### config.mk
export PLATFORM = sky130hd
export DESIGN_NAME = issue_control_flat
export DESIGN_NICKNAME = d
export VERILOG_FILES = /design/src/dep_pkg.sv /design/src/dep_slot_if.sv /design/src/issue_control.sv /design/src/flat_wrapper.sv
export SDC_FILE = /design/constraint.sdc
export NUM_CORES = 1
export LEC_CHECK = 0
export BUFFER_PORTS_ARGS = -buffer_cell sky130_fd_sc_hd__buf_2
export CAP_MARGIN = 20
export CORE_MARGIN = 2
export CORE_UTILIZATION = 40
export CTS_CLUSTER_DIAMETER = 40
export DETAILED_ROUTE_END_ITERATION = 8
export PLACE_DENSITY = 0.73
export SKIP_CTS_REPAIR_TIMING = 1
export SYNTH_ARGS = -nofsm -noshare
export SYNTH_HDL_FRONTEND = slang
export SYNTH_SLANG_ARGS = --single-unit
export TNS_END_PERCENT = 50
### constraint.sdc
create_clock -name clk -period 7.74 [get_ports clk]
set_input_delay 1.161 -clock clk [delete_from_list [all_inputs] [get_ports clk]]
set_output_delay 1.161 -clock clk [all_outputs]
set_load 0.01 [all_outputs]
### src/dep_pkg.sv
package dep_pkg;

	localparam int reg_addr_w = 7;
	localparam int opcode_w = 11;
	localparam int unit_w = 3;
	localparam int imm_w = 16;
	localparam int lat_w = 4;

	typedef logic [reg_addr_w-1:0] reg_addr_t;
	typedef logic [opcode_w-1:0] opcode_t;
	typedef logic [unit_w-1:0] unit_t;
	typedef logic signed [imm_w-1:0] imm_t;
	typedef logic [lat_w-1:0] lat_t;

	// Longest result latency, so also the history length
	localparam int hist_depth = 7;

	// Even pipe units
	localparam unit_t unit_simple = 3'd1;
	localparam unit_t unit_byte = 3'd2;
	localparam unit_t unit_float = 3'd4;
	localparam unit_t unit_word = 3'd5;

	// Odd pipe units
	localparam unit_t unit_load = 3'd3;
	localparam unit_t unit_perm = 3'd6;
	localparam unit_t unit_branch = 3'd7;

	// Opcodes shown by a slot that does not issue
	localparam opcode_t nop_even = 11'd1;
	localparam opcode_t nop_odd = 11'd513;

	localparam int float_set_n = 5;
	localparam opcode_t float_single_ops [float_set_n] =
		'{11'd707, 11'd716, 11'd718, 11'd860, 11'd963};
	localparam opcode_t float_long_ops [float_set_n] =
		'{11'd12, 11'd964, 11'd965, 11'd966, 11'd967};

	function automatic logic op_in_set(opcode_t op, opcode_t set [float_set_n]);
		logic hit;
		hit = 1'b0;
		foreach (set[i])
			if (set[i] == op)
				hit = 1'b1;
		return hit;
	endfunction

	// Cycles from issue until a consumer may issue
	function automatic lat_t result_latency(unit_t unit, opcode_t opcode);
		lat_t lat;
		case (unit)
			unit_simple: lat = 4'd2;
			unit_byte, unit_word: lat = 4'd4;
			// Unlisted float opcodes run down the single path
			unit_float: lat = (op_in_set(opcode, float_single_ops) ||
				!op_in_set(opcode, float_long_ops)) ? 4'd6 : 4'd7;
			unit_perm, unit_branch: lat = 4'd4;
			unit_load: lat = 4'd6;
			default: lat = 4'd1;
		endcase
		return lat;
	endfunction

endpackage

### src/dep_slot_if.sv
`timescale 1ns/1ps

// One instruction slot as it moves between the blocks of the stage
interface dep_slot_if import dep_pkg::*; ();

	opcode_t opcode;
	unit_t unit;
	reg_addr_t ra;
	reg_addr_t rb;
	reg_addr_t rc;
	reg_addr_t rt;
	imm_t imm;

	modport src
	(
		output opcode, unit, ra, rb, rc, rt, imm
	);

	modport dst
	(
		input opcode, unit, ra, rb, rc, rt, imm
	);

endinterface

### src/issue_control.sv
`timescale 1ns/1ps

module issue_control import dep_pkg::*;
(
	input logic clk,
	input logic rst_n,
	input logic flush,
	input logic dec_valid,
	output logic dep_ready,
	dep_slot_if.dst in_even,
	dep_slot_if.dst in_odd,
	dep_slot_if.src pend_even,
	dep_slot_if.src pend_odd,
	dep_slot_if.src out_even,
	dep_slot_if.src out_odd,
	output logic even_valid,
	output logic odd_valid,
	input logic even_blocked,
	input logic odd_blocked
);

	logic even_pend;
	logic odd_pend;
	logic split;
	logic issue_even;
	logic issue_odd;
	logic pair_done;
	logic accept;

	// Odd slot reads the result of its own even slot
	assign split = even_pend && odd_pend &&
		((pend_odd.ra == pend_even.rt) || (pend_odd.rb == pend_even.rt) ||
		(pend_odd.rc == pend_even.rt));

	// Lockstep unless split, then even goes first on its own
	assign issue_even = even_pend && !even_blocked && (!odd_pend || split || !odd_blocked);
	assign issue_odd = odd_pend && !odd_blocked &&
		(!even_pend || (!split && !even_blocked));

	assign pair_done = (!even_pend || issue_even) && (!odd_pend || issue_odd);
	assign dep_ready = !flush && pair_done;
	assign accept = dec_valid && dep_ready;

	always_ff @(posedge clk)
	begin
		if (!rst_n || flush)
		begin
			even_pend <= 1'b0;
			odd_pend <= 1'b0;
		end
		else if (accept)
		begin
			even_pend <= 1'b1;
			odd_pend <= 1'b1;
		end
		else
		begin
			even_pend <= even_pend && !issue_even;
			odd_pend <= odd_pend && !issue_odd;
		end
	end

	// Pending pair payload
	always_ff @(posedge clk)
	begin
		if (accept)
		begin
			pend_even.opcode <= in_even.opcode;
			pend_even.unit <= in_even.unit;
			pend_even.ra <= in_even.ra;
			pend_even.rb <= in_even.rb;
			pend_even.rc <= in_even.rc;
			pend_even.rt <= in_even.rt;
			pend_even.imm <= in_even.imm;
			pend_odd.opcode <= in_odd.opcode;
			pend_odd.unit <= in_odd.unit;
			pend_odd.ra <= in_odd.ra;
			pend_odd.rb <= in_odd.rb;
			pend_odd.rc <= in_odd.rc;
			pend_odd.rt <= in_odd.rt;
			pend_odd.imm <= in_odd.imm;
		end
	end

	// Valids and opcodes, a slot not issuing shows its nop
	always_ff @(posedge clk)
	begin
		if (!rst_n || flush)
		begin
			even_valid <= 1'b0;
			odd_valid <= 1'b0;
			out_even.opcode <= nop_even;
			out_odd.opcode <= nop_odd;
		end
		else
		begin
			even_valid <= issue_even;
			odd_valid <= issue_odd;
			out_even.opcode <= issue_even ? pend_even.opcode : nop_even;
			out_odd.opcode <= issue_odd ? pend_odd.opcode : nop_odd;
		end
	end

	// Remaining output fields only change on issue
	always_ff @(posedge clk)
	begin
		if (issue_even)
		begin
			out_even.unit <= pend_even.unit;
			out_even.ra <= pend_even.ra;
			out_even.rb <= pend_even.rb;
			out_even.rc <= pend_even.rc;
			out_even.rt <= pend_even.rt;
			out_even.imm <= pend_even.imm;
		end
		if (issue_odd)
		begin
			out_odd.unit <= pend_odd.unit;
			out_odd.ra <= pend_odd.ra;
			out_odd.rb <= pend_odd.rb;
			out_odd.rc <= pend_odd.rc;
			out_odd.rt <= pend_odd.rt;
			out_odd.imm <= pend_odd.imm;
		end
	end

	// Odd issues with its even slot or after the even slot has left
	a_odd_after_even: assert property (@(posedge clk) disable iff (!rst_n)
		odd_valid |-> (even_valid || $past(!even_pend)));

	// Once flush drops, nothing is left pending
	a_ready_after_flush: assert property (@(posedge clk) disable iff (!rst_n)
		flush |=> (dep_ready || flush));

endmodule

### src/flat_wrapper.sv
// flat-port wrapper written by rule: the top's interface ports become plain ports
module issue_control_flat import dep_pkg::*;
  (clk, rst_n, flush, dec_valid, dep_ready, even_valid, odd_valid, even_blocked, odd_blocked, in_even_opcode, in_even_unit, in_even_ra, in_even_rb, in_even_rc, in_even_rt, in_even_imm, in_odd_opcode, in_odd_unit, in_odd_ra, in_odd_rb, in_odd_rc, in_odd_rt, in_odd_imm, pend_even_opcode, pend_even_unit, pend_even_ra, pend_even_rb, pend_even_rc, pend_even_rt, pend_even_imm, pend_odd_opcode, pend_odd_unit, pend_odd_ra, pend_odd_rb, pend_odd_rc, pend_odd_rt, pend_odd_imm, out_even_opcode, out_even_unit, out_even_ra, out_even_rb, out_even_rc, out_even_rt, out_even_imm, out_odd_opcode, out_odd_unit, out_odd_ra, out_odd_rb, out_odd_rc, out_odd_rt, out_odd_imm);
  dep_slot_if in_even_i ();
  dep_slot_if in_odd_i ();
  dep_slot_if pend_even_i ();
  dep_slot_if pend_odd_i ();
  dep_slot_if out_even_i ();
  dep_slot_if out_odd_i ();
  input logic clk;
  input logic rst_n;
  input logic flush;
  input logic dec_valid;
  output logic dep_ready;
  output logic even_valid;
  output logic odd_valid;
  input logic even_blocked;
  input logic odd_blocked;
  input wire logic [$bits(in_even_i.opcode)-1:0] in_even_opcode;
  input wire logic [$bits(in_even_i.unit)-1:0] in_even_unit;
  input wire logic [$bits(in_even_i.ra)-1:0] in_even_ra;
  input wire logic [$bits(in_even_i.rb)-1:0] in_even_rb;
  input wire logic [$bits(in_even_i.rc)-1:0] in_even_rc;
  input wire logic [$bits(in_even_i.rt)-1:0] in_even_rt;
  input wire logic [$bits(in_even_i.imm)-1:0] in_even_imm;
  input wire logic [$bits(in_odd_i.opcode)-1:0] in_odd_opcode;
  input wire logic [$bits(in_odd_i.unit)-1:0] in_odd_unit;
  input wire logic [$bits(in_odd_i.ra)-1:0] in_odd_ra;
  input wire logic [$bits(in_odd_i.rb)-1:0] in_odd_rb;
  input wire logic [$bits(in_odd_i.rc)-1:0] in_odd_rc;
  input wire logic [$bits(in_odd_i.rt)-1:0] in_odd_rt;
  input wire logic [$bits(in_odd_i.imm)-1:0] in_odd_imm;
  output wire logic [$bits(pend_even_i.opcode)-1:0] pend_even_opcode;
  output wire logic [$bits(pend_even_i.unit)-1:0] pend_even_unit;
  output wire logic [$bits(pend_even_i.ra)-1:0] pend_even_ra;
  output wire logic [$bits(pend_even_i.rb)-1:0] pend_even_rb;
  output wire logic [$bits(pend_even_i.rc)-1:0] pend_even_rc;
  output wire logic [$bits(pend_even_i.rt)-1:0] pend_even_rt;
  output wire logic [$bits(pend_even_i.imm)-1:0] pend_even_imm;
  output wire logic [$bits(pend_odd_i.opcode)-1:0] pend_odd_opcode;
  output wire logic [$bits(pend_odd_i.unit)-1:0] pend_odd_unit;
  output wire logic [$bits(pend_odd_i.ra)-1:0] pend_odd_ra;
  output wire logic [$bits(pend_odd_i.rb)-1:0] pend_odd_rb;
  output wire logic [$bits(pend_odd_i.rc)-1:0] pend_odd_rc;
  output wire logic [$bits(pend_odd_i.rt)-1:0] pend_odd_rt;
  output wire logic [$bits(pend_odd_i.imm)-1:0] pend_odd_imm;
  output wire logic [$bits(out_even_i.opcode)-1:0] out_even_opcode;
  output wire logic [$bits(out_even_i.unit)-1:0] out_even_unit;
  output wire logic [$bits(out_even_i.ra)-1:0] out_even_ra;
  output wire logic [$bits(out_even_i.rb)-1:0] out_even_rb;
  output wire logic [$bits(out_even_i.rc)-1:0] out_even_rc;
  output wire logic [$bits(out_even_i.rt)-1:0] out_even_rt;
  output wire logic [$bits(out_even_i.imm)-1:0] out_even_imm;
  output wire logic [$bits(out_odd_i.opcode)-1:0] out_odd_opcode;
  output wire logic [$bits(out_odd_i.unit)-1:0] out_odd_unit;
  output wire logic [$bits(out_odd_i.ra)-1:0] out_odd_ra;
  output wire logic [$bits(out_odd_i.rb)-1:0] out_odd_rb;
  output wire logic [$bits(out_odd_i.rc)-1:0] out_odd_rc;
  output wire logic [$bits(out_odd_i.rt)-1:0] out_odd_rt;
  output wire logic [$bits(out_odd_i.imm)-1:0] out_odd_imm;
  assign in_even_i.opcode = in_even_opcode;
  assign in_even_i.unit = in_even_unit;
  assign in_even_i.ra = in_even_ra;
  assign in_even_i.rb = in_even_rb;
  assign in_even_i.rc = in_even_rc;
  assign in_even_i.rt = in_even_rt;
  assign in_even_i.imm = in_even_imm;
  assign in_odd_i.opcode = in_odd_opcode;
  assign in_odd_i.unit = in_odd_unit;
  assign in_odd_i.ra = in_odd_ra;
  assign in_odd_i.rb = in_odd_rb;
  assign in_odd_i.rc = in_odd_rc;
  assign in_odd_i.rt = in_odd_rt;
  assign in_odd_i.imm = in_odd_imm;
  assign pend_even_opcode = pend_even_i.opcode;
  assign pend_even_unit = pend_even_i.unit;
  assign pend_even_ra = pend_even_i.ra;
  assign pend_even_rb = pend_even_i.rb;
  assign pend_even_rc = pend_even_i.rc;
  assign pend_even_rt = pend_even_i.rt;
  assign pend_even_imm = pend_even_i.imm;
  assign pend_odd_opcode = pend_odd_i.opcode;
  assign pend_odd_unit = pend_odd_i.unit;
  assign pend_odd_ra = pend_odd_i.ra;
  assign pend_odd_rb = pend_odd_i.rb;
  assign pend_odd_rc = pend_odd_i.rc;
  assign pend_odd_rt = pend_odd_i.rt;
  assign pend_odd_imm = pend_odd_i.imm;
  assign out_even_opcode = out_even_i.opcode;
  assign out_even_unit = out_even_i.unit;
  assign out_even_ra = out_even_i.ra;
  assign out_even_rb = out_even_i.rb;
  assign out_even_rc = out_even_i.rc;
  assign out_even_rt = out_even_i.rt;
  assign out_even_imm = out_even_i.imm;
  assign out_odd_opcode = out_odd_i.opcode;
  assign out_odd_unit = out_odd_i.unit;
  assign out_odd_ra = out_odd_i.ra;
  assign out_odd_rb = out_odd_i.rb;
  assign out_odd_rc = out_odd_i.rc;
  assign out_odd_rt = out_odd_i.rt;
  assign out_odd_imm = out_odd_i.imm;
  issue_control u_core (.clk(clk), .rst_n(rst_n), .flush(flush), .dec_valid(dec_valid), .dep_ready(dep_ready), .in_even(in_even_i), .in_odd(in_odd_i), .pend_even(pend_even_i), .pend_odd(pend_odd_i), .out_even(out_even_i), .out_odd(out_odd_i), .even_valid(even_valid), .odd_valid(odd_valid), .even_blocked(even_blocked), .odd_blocked(odd_blocked));
endmodule
# [Word level (Yosys, flattened, before mapping)]
# Index checks and enable logic that the tools add are counted.
# Widths: inputs -> output; s select.
[word_totals] reg_bits=236 inputBits=122 out_inout_bits=235 wordCells=70
[classes] n_eq_ne=3 n_mux=2 bitwise=2 n_reduce_logical=31
[op_table] operator="$eq 7x7->1" count=3
[op_table] operator="$logic_and 1x1->1" count=12
[op_table] operator="$logic_not 1->1" count=9
[op_table] operator="$logic_or 1x1->1" count=8
[op_table] operator="$reduce_or 2->1" count=2
[op_table] operator="$mux 1" count=2
[op_table] operator="$not 1->1" count=2

# [Longest topological paths before layout]
# Gate-level depths: netlist (run 1).
[depth] word_depth=13 mapped_depth=6 depth_no_buf=5

# [Worst setup path before layout (run 1)]
# Ideal clock, no wire load.
[synth_timing] path_kind="input -> register" from="input port odd_blocked" to="register u_core.pend_even.imm[0] (enable)" setup_time_ps=660 arrival_time_ps=7191 required_ps=7080 slack_ps=-111 path_stages=3 n_path_buf=0 cell_sequence="nand2_1 nand4b_1 a31oi_1"
[synth_via] elab_chain_cells=7 elab_cells_between_ends=10 classes_between="10 x reduce/logical"
[synth_rtl] item="from (decl)" line="flat_wrapper.sv:18" text="input logic odd_blocked;"
[synth_rtl] item="$logic_not 1->1 *" line="issue_control.sv:36, issue_control.sv:37"
[synth_rtl] item="$logic_or 1x1->1 or $logic_and 1x1->1 (tied branches)" line="issue_control.sv:36, issue_control.sv:37"
[synth_rtl] item="$logic_and 1x1->1 (on tied branches)" line="issue_control.sv:36, issue_control.sv:37"
[synth_rtl] item="$logic_or 1x1->1" line="issue_control.sv:40" text="assign pair_done = (!even_pend || issue_even) && (!odd_pend || issue_odd);"
[synth_rtl] item="$logic_and 1x1->1 *" line="issue_control.sv:40"
[synth_rtl] item="$logic_and 1x1->1 *" line="issue_control.sv:41" text="assign dep_ready = !flush && pair_done;"
[synth_rtl] item="$logic_and 1x1->1 *" line="issue_control.sv:42" text="assign accept = dec_valid && dep_ready;"
[synth_rtl] item="named net u_core.accept" line="issue_control.sv:28" text="logic accept;"
[synth_rtl] item="to (decl)" line="dep_slot_if.sv:16" text="output opcode, unit, ra, rb, rc, rt, imm"
# Mark *: on every way through the listed nets, which the timed path passes. The rest lies on a longest branch.
# A chain may end at the register's enable or synchronous reset.

# [Final worst setup path (run 1)]
[layout_timing] from="register u_core.pend_even.rt[1]" to="output port dep_ready"
[layout_via] elab_chain_cells=11 elab_cells_between_ends=17 classes_between="3 x eq/ne; 14 x reduce/logical"
[layout_rtl] item="from (decl)" line="dep_slot_if.sv:16"
[layout_rtl] item="$eq 7x7->1" line="issue_control.sv:32" text="((pend_odd.ra == pend_even.rt) || (pend_odd.rb == pend_even.rt) ||"
[layout_rtl] item="$logic_or 1x1->1" line="issue_control.sv:32"
[layout_rtl] item="$logic_or 1x1->1 *" line="issue_control.sv:32"
[layout_rtl] item="$logic_and 1x1->1 *" line="issue_control.sv:31" text="assign split = even_pend && odd_pend &&"
[layout_rtl] item="$logic_not 1->1" line="issue_control.sv:38" text="(!even_pend || (!split && !even_blocked));"
[layout_rtl] item="$logic_and 1x1->1" line="issue_control.sv:38"
[layout_rtl] item="$logic_or 1x1->1" line="issue_control.sv:38"
[layout_rtl] item="$logic_and 1x1->1" line="issue_control.sv:37" text="assign issue_odd = odd_pend && !odd_blocked &&"
[layout_rtl] item="$logic_or 1x1->1" line="issue_control.sv:40"
[layout_rtl] item="$logic_and 1x1->1 *" line="issue_control.sv:40"
[layout_rtl] item="$logic_and 1x1->1 *" line="issue_control.sv:41"
[layout_rtl] item="to (decl)" line="flat_wrapper.sv:14" text="output logic dep_ready;"
# Mark *: on every way between the ends. The rest lies on a longest branch, timed or not.

==> run_results.csv, run 1 <==
group,metric,value,unit
cts,clk_latency,0.53,ns
timing,relSlewSlack,32.3,%
route,drc,0,
timing,fmax,292,MHz
yosys,syn-num-nets,442,
critical_path,cpMostUsedCell,"nand2_1",
yosys,synthCells,320,
timing,finalSetupTns,0,ns
yosys,synth-seq-area-share,91.7,%
route,route.final.wire_length,18100,um
route,viasPerCell,4.68,
yosys,yosys_warnings,0,
route,drtIter0Drc,193,
global_route,grt_overflow,0,
critical_path,path_delay_family,"simple AND/OR/NAND/NOR gates",
power_and_ir_drop,power,2.95,mW
cts,clk_pin_slew,0.06,ns
placement,gp_congestion,0.835,
power_and_ir_drop,clockPowerShare,46.3,%
critical_path,end_kind,"output port",
job,cap_viol_max_count,0,
yosys,postSynthAreaPerCell,23.3,um^2
timing,slew_viol_final,0,
critical_path,critPathMaxStageDelay,0.49,ns
yosys,yosys_register_bits,236,
power_and_ir_drop,p_per_area,279,mW/mm^2
timing,min_period_over_period,44.3,%
critical_path,arrival,2.27,ns
critical_path,cp-start-kind,"flip-flop",
die,die_width,140,um
finish,multi_input_area,607,um^2
timing,rsz0062_at_grt,"false",
timing,clock_skew,0.0166,ns
worst_hold_path,hp-class,"flip-flop to flip-flop",
critical_path,crit_path_max_fanout,5,
finish,final_common_cell,"buf_2",
critical_path,crit_path_top_delay_cell,"edfxtp_1",
global_route,grt_max_degree,60,
timing,setup_ws,4.31,ns
timing,period_needed,3.43,ns
global_route,grt_use_total,17.6,%
route,ant_nets,0,
outcome,status,"completed",
timing,hold_viol,0,
placement,dp_slack,4.35,ns
power_and_ir_drop,ir_worst_vdd,0.184,mV
die,ioPinCount,357,
finish,drive_gt1_share,58.5,%
cts,cts_tree,"yes",
cts,cts-root-buf,"clkbuf_16",
finish,fillers,1365,
cts,cts_buffer_depth,3,
placement,hpwl,13400,um
yosys,synthesis.area,0.00745,mm^2
timing,worst_pin_slew,1.01,ns
placement,port_buffers,356,
die,placeableCoreArea,0.0181,mm^2
global_route,grt_pass1_vias,4681,
critical_path,crit_buf_inv,1,
cts,htree_levels,1,
finish,diodes,0,
power_and_ir_drop,p_leak,4.36,nW
power_and_ir_drop,switching_share,21.1,%
global_route,grt_first_pass_wirelength,26600,um
power_and_ir_drop,p_comb_share,4.3,%
finish,layout.nets,830,
critical_path,cp.required,6.58,ns
critical_path,worstSetupPathType,"flip-flop to output port",
route,num_vias,4499,
route,wl_per_cell,18.9,um
cts,numCtsBuffers,30,
route,drtPass1Iterations,4,
die,die_h,140,um
finish,area_growth,42.1,%
power_and_ir_drop,p_int,2.33,mW
critical_path,cp_cell_sequence,"xor2_1 -> nor4_2 -> nand2_1 -> nand2_1 -> a311oi_1 -> buf_2",
timing,finalSetupViolCount,0,
power_and_ir_drop,p_sw,0.623,mW
finish,final_cell_mix,"buf_2 (356), edfxtp_1 (210), clkbuf_16 (35), dfxtp_1 (26), xnor2_1 (14)",
finish,regArea,0.00683,mm^2
die,start_util,41.2,%
die,placementRows,49,
cts,clock_sinks,236,
global_route,antenna_found_initial,0,
power_and_ir_drop,seq_power_share,49.3,%
yosys,ys_types,31,
die,dieArea,0.0197,mm^2
[layout make-up]
| type | instances | area share (%) |
|---|---|---|
| flip-flops and latches | 236 | 64.5 |
| repair buffers | 360 | 17.2 |
| clock buffers | 41 | 8.62 |
| multi-input cells | 79 | 5.73 |
| well taps | 229 | 2.71 |
| clock inverters | 15 | 1.16 |
| inverters | 1 | 0.0355 |
[sequential cells by signal (all words and copies together), names as in the netlist, 11 cells and up]
signal and count:
u_core.out_odd.imm 16, u_core.pend_even.imm 16, u_core.pend_odd.opcode 11, u_core.out_even.imm 16, u_core.out_even.opcode 11, u_core.pend_odd.imm 16, u_core.out_odd.opcode 11, u_core.pend_even.opcode 11
[power by group through the flow]
stage / Clock (mW) / Sequential, mW / Combinational, mW
after floorplan: 0 / 1.50 / 0.0289
after global placement: 0 / 1.48 / 0.127
after detailed placement: 0 / 1.48 / 0.130
after CTS: 1.40 / 1.46 / 0.130
after global routing: 1.45 / 1.46 / 0.139
final: 1.37 / 1.46 / 0.128
[metrics by stage]
step | util [%] | cell area (um^2) | instances | hold slack, ns
6_report | 58.5 | 10600 | 961 | 0.445
5_1_grt | 58.5 | 10600 | 961 | 0.453
4_1_cts | 58.4 | 10600 | 960 | 0.443
3_5_place_dp | 52.7 | 9530 | 904 | 0.430
3_3_place_gp | 52.7 | 9530 | 904 | 0.427
2_1_floorplan | - | 7450 | 320 | 0.499
[cell usage after synthesis]
| cell | count | area share, % |
|---|---|---|
| o41a_1 | 1 | 0.15 |
| nand3b_1 | 2 | 0.20 |
| o22ai_1 | 1 | 0.084 |
| xor2_1 | 7 | 0.82 |
| inv_1 | 1 | 0.050 |
| nor3_1 | 3 | 0.20 |
| clkbuf_1 | 2 | 0.10 |
| o22a_1 | 1 | 0.12 |
| a31oi_1 | 2 | 0.17 |
| and2_1 | 2 | 0.17 |
| o31a_4 | 1 | 0.24 |
| xnor2_1 | 14 | 1.6 |
| nand2_1 | 7 | 0.35 |
| nor4_2 | 1 | 0.17 |
| o311a_1 | 1 | 0.13 |
| dfxtp_1 | 26 | 7.0 |
| buf_6 | 1 | 0.15 |
| a21oi_1 | 1 | 0.067 |
| buf_4 | 1 | 0.10 |
| o31ai_2 | 1 | 0.17 |
| a311oi_1 | 1 | 0.12 |
| o21ai_0 | 2 | 0.13 |
| and2_4 | 10 | 1.2 |
| and3_1 | 9 | 0.76 |
| nor3b_1 | 2 | 0.20 |
| nand2b_1 | 2 | 0.17 |
| edfxtp_1 | 210 | 85 |
| and3b_1 | 1 | 0.12 |
| nand3_1 | 4 | 0.27 |
| nand4_1 | 2 | 0.17 |
| nand4b_1 | 1 | 0.12 |
[path summary, 6_finish.rpt]
path / start / endpoint / slack, ns / cells past startpoint
setup / recovery: u_core.pend_even.rt[1]$_DFFE_PP_ / dep_ready / 4.31 / 6
hold / removal: u_core.pend_even.imm[0]$_DFFE_PP_ / u_core.out_even.imm[0]$_DFFE_PP_ / 0.44 / 0
setup reg to reg: u_core.pend_even.rt[2]$_DFFE_PP_ / u_core.out_even.ra[2]$_DFFE_PP_ / 4.97 / 5
hold reg to reg: u_core.pend_even.imm[0]$_DFFE_PP_ / u_core.out_even.imm[0]$_DFFE_PP_ / 0.44 / 0
[cells by family (layout without fill, tap and decap cells)]
| family | Yosys count | after routing | share of synthesized area [%] |
|---|---|---|---|
| simple gates | 46 | 46 | 4.07 |
| xor+xnor | 21 | 21 | 2.47 |
| buf+inv | 5 | 417 | 0.403 |
| compound gates | 12 | 12 | 1.38 |
| flops | 236 | 236 | 91.7 |
[per-layer routing]
metal	share of wire, %	track usage (%)
met5	0	0
met4	3.7	6.59
met3	11	6.84
met2	50	30.4
met1	36	19.8
(Power assumes the default switching activity.)
==> run 2: changes to the inputs <==
==> constraint.sdc (replaced) <==
create_clock -name clk -period 3 [get_ports clk]
set_input_delay 0.45 -clock clk [delete_from_list [all_inputs] [get_ports clk]]
set_output_delay 0.45 -clock clk [all_outputs]
set_load 0.01 [all_outputs]
==> run_results.csv, run 2 (synthesized netlist as in run 1, its figures left out) <==
group,metric,value,unit
outcome,status,"completed",
finish,final_common_cell,"buf_2",
placement,hpwl,13900,um
cts,numCtsBuffers,34,
finish,multi_input_area,609,um^2
die,dieArea,0.0197,mm^2
power_and_ir_drop,power,7.91,mW
route,ant_nets,0,
global_route,grt_first_pass_wirelength,27800,um
finish,fillers,1379,
timing,whs,0.140,ns
timing,worst_pin_slew,0.947,ns
timing,relSlewSlack,36.7,%
route,drc,0,
worst_hold_path,hp-class,"input pin to flip-flop",
die,die_width,140,um
timing,slew_viol_final,0,
finish,design_area,0.0107,mm^2
timing,finalSetupTns,0,ns
finish,final_cell_mix,"buf_2 (356), edfxtp_1 (210), clkbuf_16 (34), dfxtp_1 (26), xnor2_1 (14)",
timing,finalSetupViolCount,0,
die,ioPinCount,357,
die,placementRows,49,
global_route,grt_use_total,18.5,%
global_route,antenna_found_initial,3,
route,viasPerCell,4.70,
die,start_util,41.2,%
cts,clk_latency,0.49,ns
finish,area_growth,43.6,%
cts,htree_levels,2,
timing,period_needed,2.55,ns
finish,layout.nets,836,
route,num_vias,4551,
critical_path,worstSetupPathType,"flip-flop to output port",
power_and_ir_drop,p_leak,4.40,nW
critical_path,end_kind,"output port",
critical_path,arrival,2.10,ns
finish,regArea,0.00683,mm^2
timing,rsz0062_at_grt,"false",
timing,fmax,392,MHz
global_route,grt_pass1_vias,4875,
placement,gp_congestion,0.857,
finish,drive_gt1_share,58.6,%
global_route,grt_overflow,0,
timing,clock_skew,0.0128,ns
critical_path,cp-start-kind,"flip-flop",
cts,clock_sinks,236,
cts,cts-root-buf,"clkbuf_16",
timing,min_period_over_period,85.0,%
job,cap_viol_max_count,0,
cts,cts_buffer_depth,3,
route,wl_per_cell,19.4,um
cts,clk_pin_slew,0.05,ns
placement,port_buffers,356,
route,drtIter0Drc,250,
die,die_h,140,um
critical_path,crit_path_max_fanout,5,
route,route.final.wire_length,18800,um
cts,cts_tree,"yes",
timing,hold_viol,0,
global_route,grt_max_degree,77,
route,drtPass1Iterations,4,
placement,placedInstanceArea,0.00958,mm^2
critical_path,cp.required,2.55,ns
die,placeableCoreArea,0.0181,mm^2
power_and_ir_drop,ir_worst_vdd,0.633,mV
power_and_ir_drop,p_per_area,740,mW/mm^2
## run 2: layout make-up
cell class | instances | share of cell area [%]
Inverter | 1 | 0.0351
Sequential cell | 236 | 63.8
Clock buffer | 40 | 8.35
Multi-Input combinational cell | 79 | 5.70
Antenna cell | 2 | 0.0468
Clock inverter | 19 | 2.02
Tap cell | 229 | 2.68
Timing Repair Buffer | 362 | 17.3
## run 2: worst max-delay path: stages (launching register included)
cell      delay, ns
edfxtp_1       0.49
xor2_1         0.21
nor4_2         0.36
nand2_1        0.14
nand2_2        0.14
a311oi_1       0.10
buf_2          0.18
## run 2: worst paths after layout
path,end,slack (ns),startpoint,depth (start not counted)
worst max-delay path,dep_ready,0.45,u_core.pend_even.rt[4]$_DFFE_PP_,6
worst min-delay path,u_core.pend_odd.rc[2]$_DFFE_PP_,0.14,in_odd_rc[2],1
worst max register to register,u_core.out_odd.rc[3]$_DFFE_PP_,0.69,u_core.pend_even.rt[2]$_DFFE_PP_,7
worst min register to register,u_core.out_even.imm[9]$_DFFE_PP_,0.44,u_core.pend_even.imm[9]$_DFFE_PP_,0
## run 2: where the power goes
part,internal [mW],switching (mW)
clock network,2.42,1.40
registers,3.70,0.0561
logic,0.145,0.193
## run 2: stage by stage
stage	std cells	utilization [%]	setup WS [ns]
2_1_floorplan	320	-	-0.477
3_3_place_gp	907	53.0	0.738
3_5_place_dp	907	53.0	0.681
4_1_cts	966	59.1	0.401
5_1_grt	968	59.1	0.273
6_report	968	59.1	0.451
## run 2: per-layer routing
layer | share of wire [%] | routed length (um) | vias to the layer above | GRT usage (%)
met1 | 37 | 6940 | 2189 | 21.3
met5 | 0.069 | 13 | - | 0
met3 | 11 | 2010 | 34 | 7.21
met4 | 2.6 | 484 | 2 | 7.76
met2 | 50 | 9370 | 277 | 31.1
li1 | - | - | 2049 | -
==> run 3: changes to the inputs <==
==> constraint.sdc (replaced) <==
create_clock -name clk -period 2.3 [get_ports clk]
set_input_delay 0.345 -clock clk [delete_from_list [all_inputs] [get_ports clk]]
set_output_delay 0.345 -clock clk [all_outputs]
set_load 0.01 [all_outputs]
==> run_results.csv, run 3 (synthesized netlist as in run 1, its figures left out) <==
group,metric,value,unit
route,drtPass1Iterations,4,
finish,fin_cells,1087,
critical_path,cp-start-kind,"flip-flop",
timing,rsz0062_at_grt,"true",
cts,htree_levels,1,
timing,min_period_over_period,109,%
critical_path,end_kind,"output port",
die,die_h,140,um
finish,drive_gt1_share,52.0,%
die,ioPinCount,357,
timing,slew_viol_final,0,
global_route,grt_overflow,0,
route,drtIter0Drc,204,
timing,period_needed,2.52,ns
route,route.final.wire_length,21900,um
power_and_ir_drop,ir_worst_vdd,0.847,mV
die,placementRows,49,
timing,fmax,397,MHz
cts,cts_tree,"yes",
power_and_ir_drop,clockPowerShare,47.8,%
power_and_ir_drop,switching_share,21.8,%
global_route,grt_max_degree,48,
global_route,grt_pass1_vias,4776,
die,placeableCoreArea,0.0181,mm^2
route,viasPerCell,4.67,
global_route,grt_first_pass_wirelength,27900,um
route,wl_per_cell,20.1,um
timing,setup_ws,-0.217,ns
job,cap_viol_max_count,0,
power_and_ir_drop,p_per_area,885,mW/mm^2
placement,dp_cells,914,
placement,port_buffers,356,
cts,clk_latency,0.54,ns
timing,clock_skew,0.0254,ns
die,start_util,41.2,%
power_and_ir_drop,seq_power_share,46.2,%
timing,hold_viol,0,
die,dieArea,0.0197,mm^2
outcome,violations,"setup timing",
placement,gp_congestion,0.867,
critical_path,worstSetupPathType,"flip-flop to output port",
finish,fin_util,66.3,%
critical_path,r2r_setup_slack,0.04,ns
outcome,status,"finished, violations left",
finish,area_growth,61.1,%
finish,diodes,0,
timing,worst_pin_slew,0.375,ns
global_route,antenna_found_initial,0,
timing,relSlewSlack,75.0,%
route,ant_nets,0,
timing,finalSetupTns,-0.217,ns
placement,hpwl,14500,um
worst_hold_path,hp-class,"input pin to flip-flop",
finish,layout.nets,955,
power_and_ir_drop,p_leak,4.94,nW
die,die_width,140,um
power_and_ir_drop,p_sw,2.32,mW
route,num_vias,5071,
cts,cts_buffer_depth,3,
cts,clock_sinks,236,
finish,fillers,1191,
critical_path,cp.required,1.96,ns
finish,final_common_cell,"buf_2",
cts,cts-root-buf,"clkbuf_16",
critical_path,crit_path_max_fanout,4,
cts,clk_pin_slew,0.06,ns
global_route,grt_use_total,18.6,%
timing,finalSetupViolCount,1,
cts,numCtsBuffers,31,
route,drc,0,
finish,final_cell_mix,"buf_2 (356), edfxtp_1 (210), dlygate4sd3_1 (113), clkbuf_16 (33), dfxtp_1 (26)",
power_and_ir_drop,p_int,8.30,mW
critical_path,arrival,2.17,ns
power_and_ir_drop,p_comb_share,6.1,%
run 3: cell count changes in the layout (fill, tap and decap cells not counted), moves of 3 or more:
cell	before	now
dlygate4sd3_1	0	113
buf_12	2	7
clkinv_2	5	1
inv_6	1	5
buf_4	4	7
inv_8	3	6
run 3: area by class of cell:
type | instances | area, um^2 | area share [%]
sequential | 236 | 6830 | 56.9
timing repair buffer | 484 | 3120 | 26.0
clock buffer | 36 | 837 | 6.98
multi-input combinational | 79 | 644 | 5.37
tap | 229 | 287 | 2.39
clock inverter | 22 | 282 | 2.35
inverter | 1 | 3.75 | 0.0313
run 3: path summary, 6_finish.rpt:
path,from,to,depth (start not counted)
max,u_core.pend_even.rt[2]$_DFFE_PP_,dep_ready,7
min,in_even_rt[4],u_core.pend_even.rt[4]$_DFFE_PP_,1
max reg2reg,u_core.pend_even.rt[4]$_DFFE_PP_,u_core.out_odd.imm[3]$_DFFE_PP_,7
min reg2reg,u_core.pend_even.unit[2]$_DFFE_PP_,u_core.out_even.unit[2]$_DFFE_PP_,0
run 3: power by group through the flow:
stage	Clock (mW)	Sequential, mW	Combinational, mW
2_1_floorplan	0	5.04	0.0989
3_5_place_dp	0	4.99	0.478
3_3_place_gp	0	4.98	0.473
4_1_cts	5.14	4.90	0.481
5_1_grt	5.33	4.91	0.684
6_report	5.07	4.90	0.644
run 3: metal layers:
metal | vias up | routed length (um) | GRT usage (%)
li1 | 2283 | - | -
met1 | 2422 | 7780 | 21.2
met2 | 312 | 11400 | 32.8
met3 | 54 | 2030 | 6.56
met4 | 0 | 647 | 6.33
met5 | - | 0 | 0
run 3: critical path, stage by stage, from the launching register on:
cell	delay [ns]
edfxtp_1	0.47
buf_6	0.17
xnor2_1	0.11
nand3_1	0.09
o22a_1	0.19
nand2_2	0.08
a311oi_2	0.31
buf_2	0.20
run 3: per-stage QoR:
step / total power, mW / cell area (um^2) / setup WS [ns] / hold WS (ns)
floorplan: 5.14 / 7460 / -1.18 / 0.444
global placement: 5.45 / 9690 / 0.216 / 0.426
detailed placement: 5.47 / 9690 / 0.108 / 0.428
CTS: 10.5 / 10800 / -0.441 / -0.0435
global route: 10.9 / 12000 / -0.327 / 0.00402
finish: 10.6 / 12000 / -0.217 / 0.0182
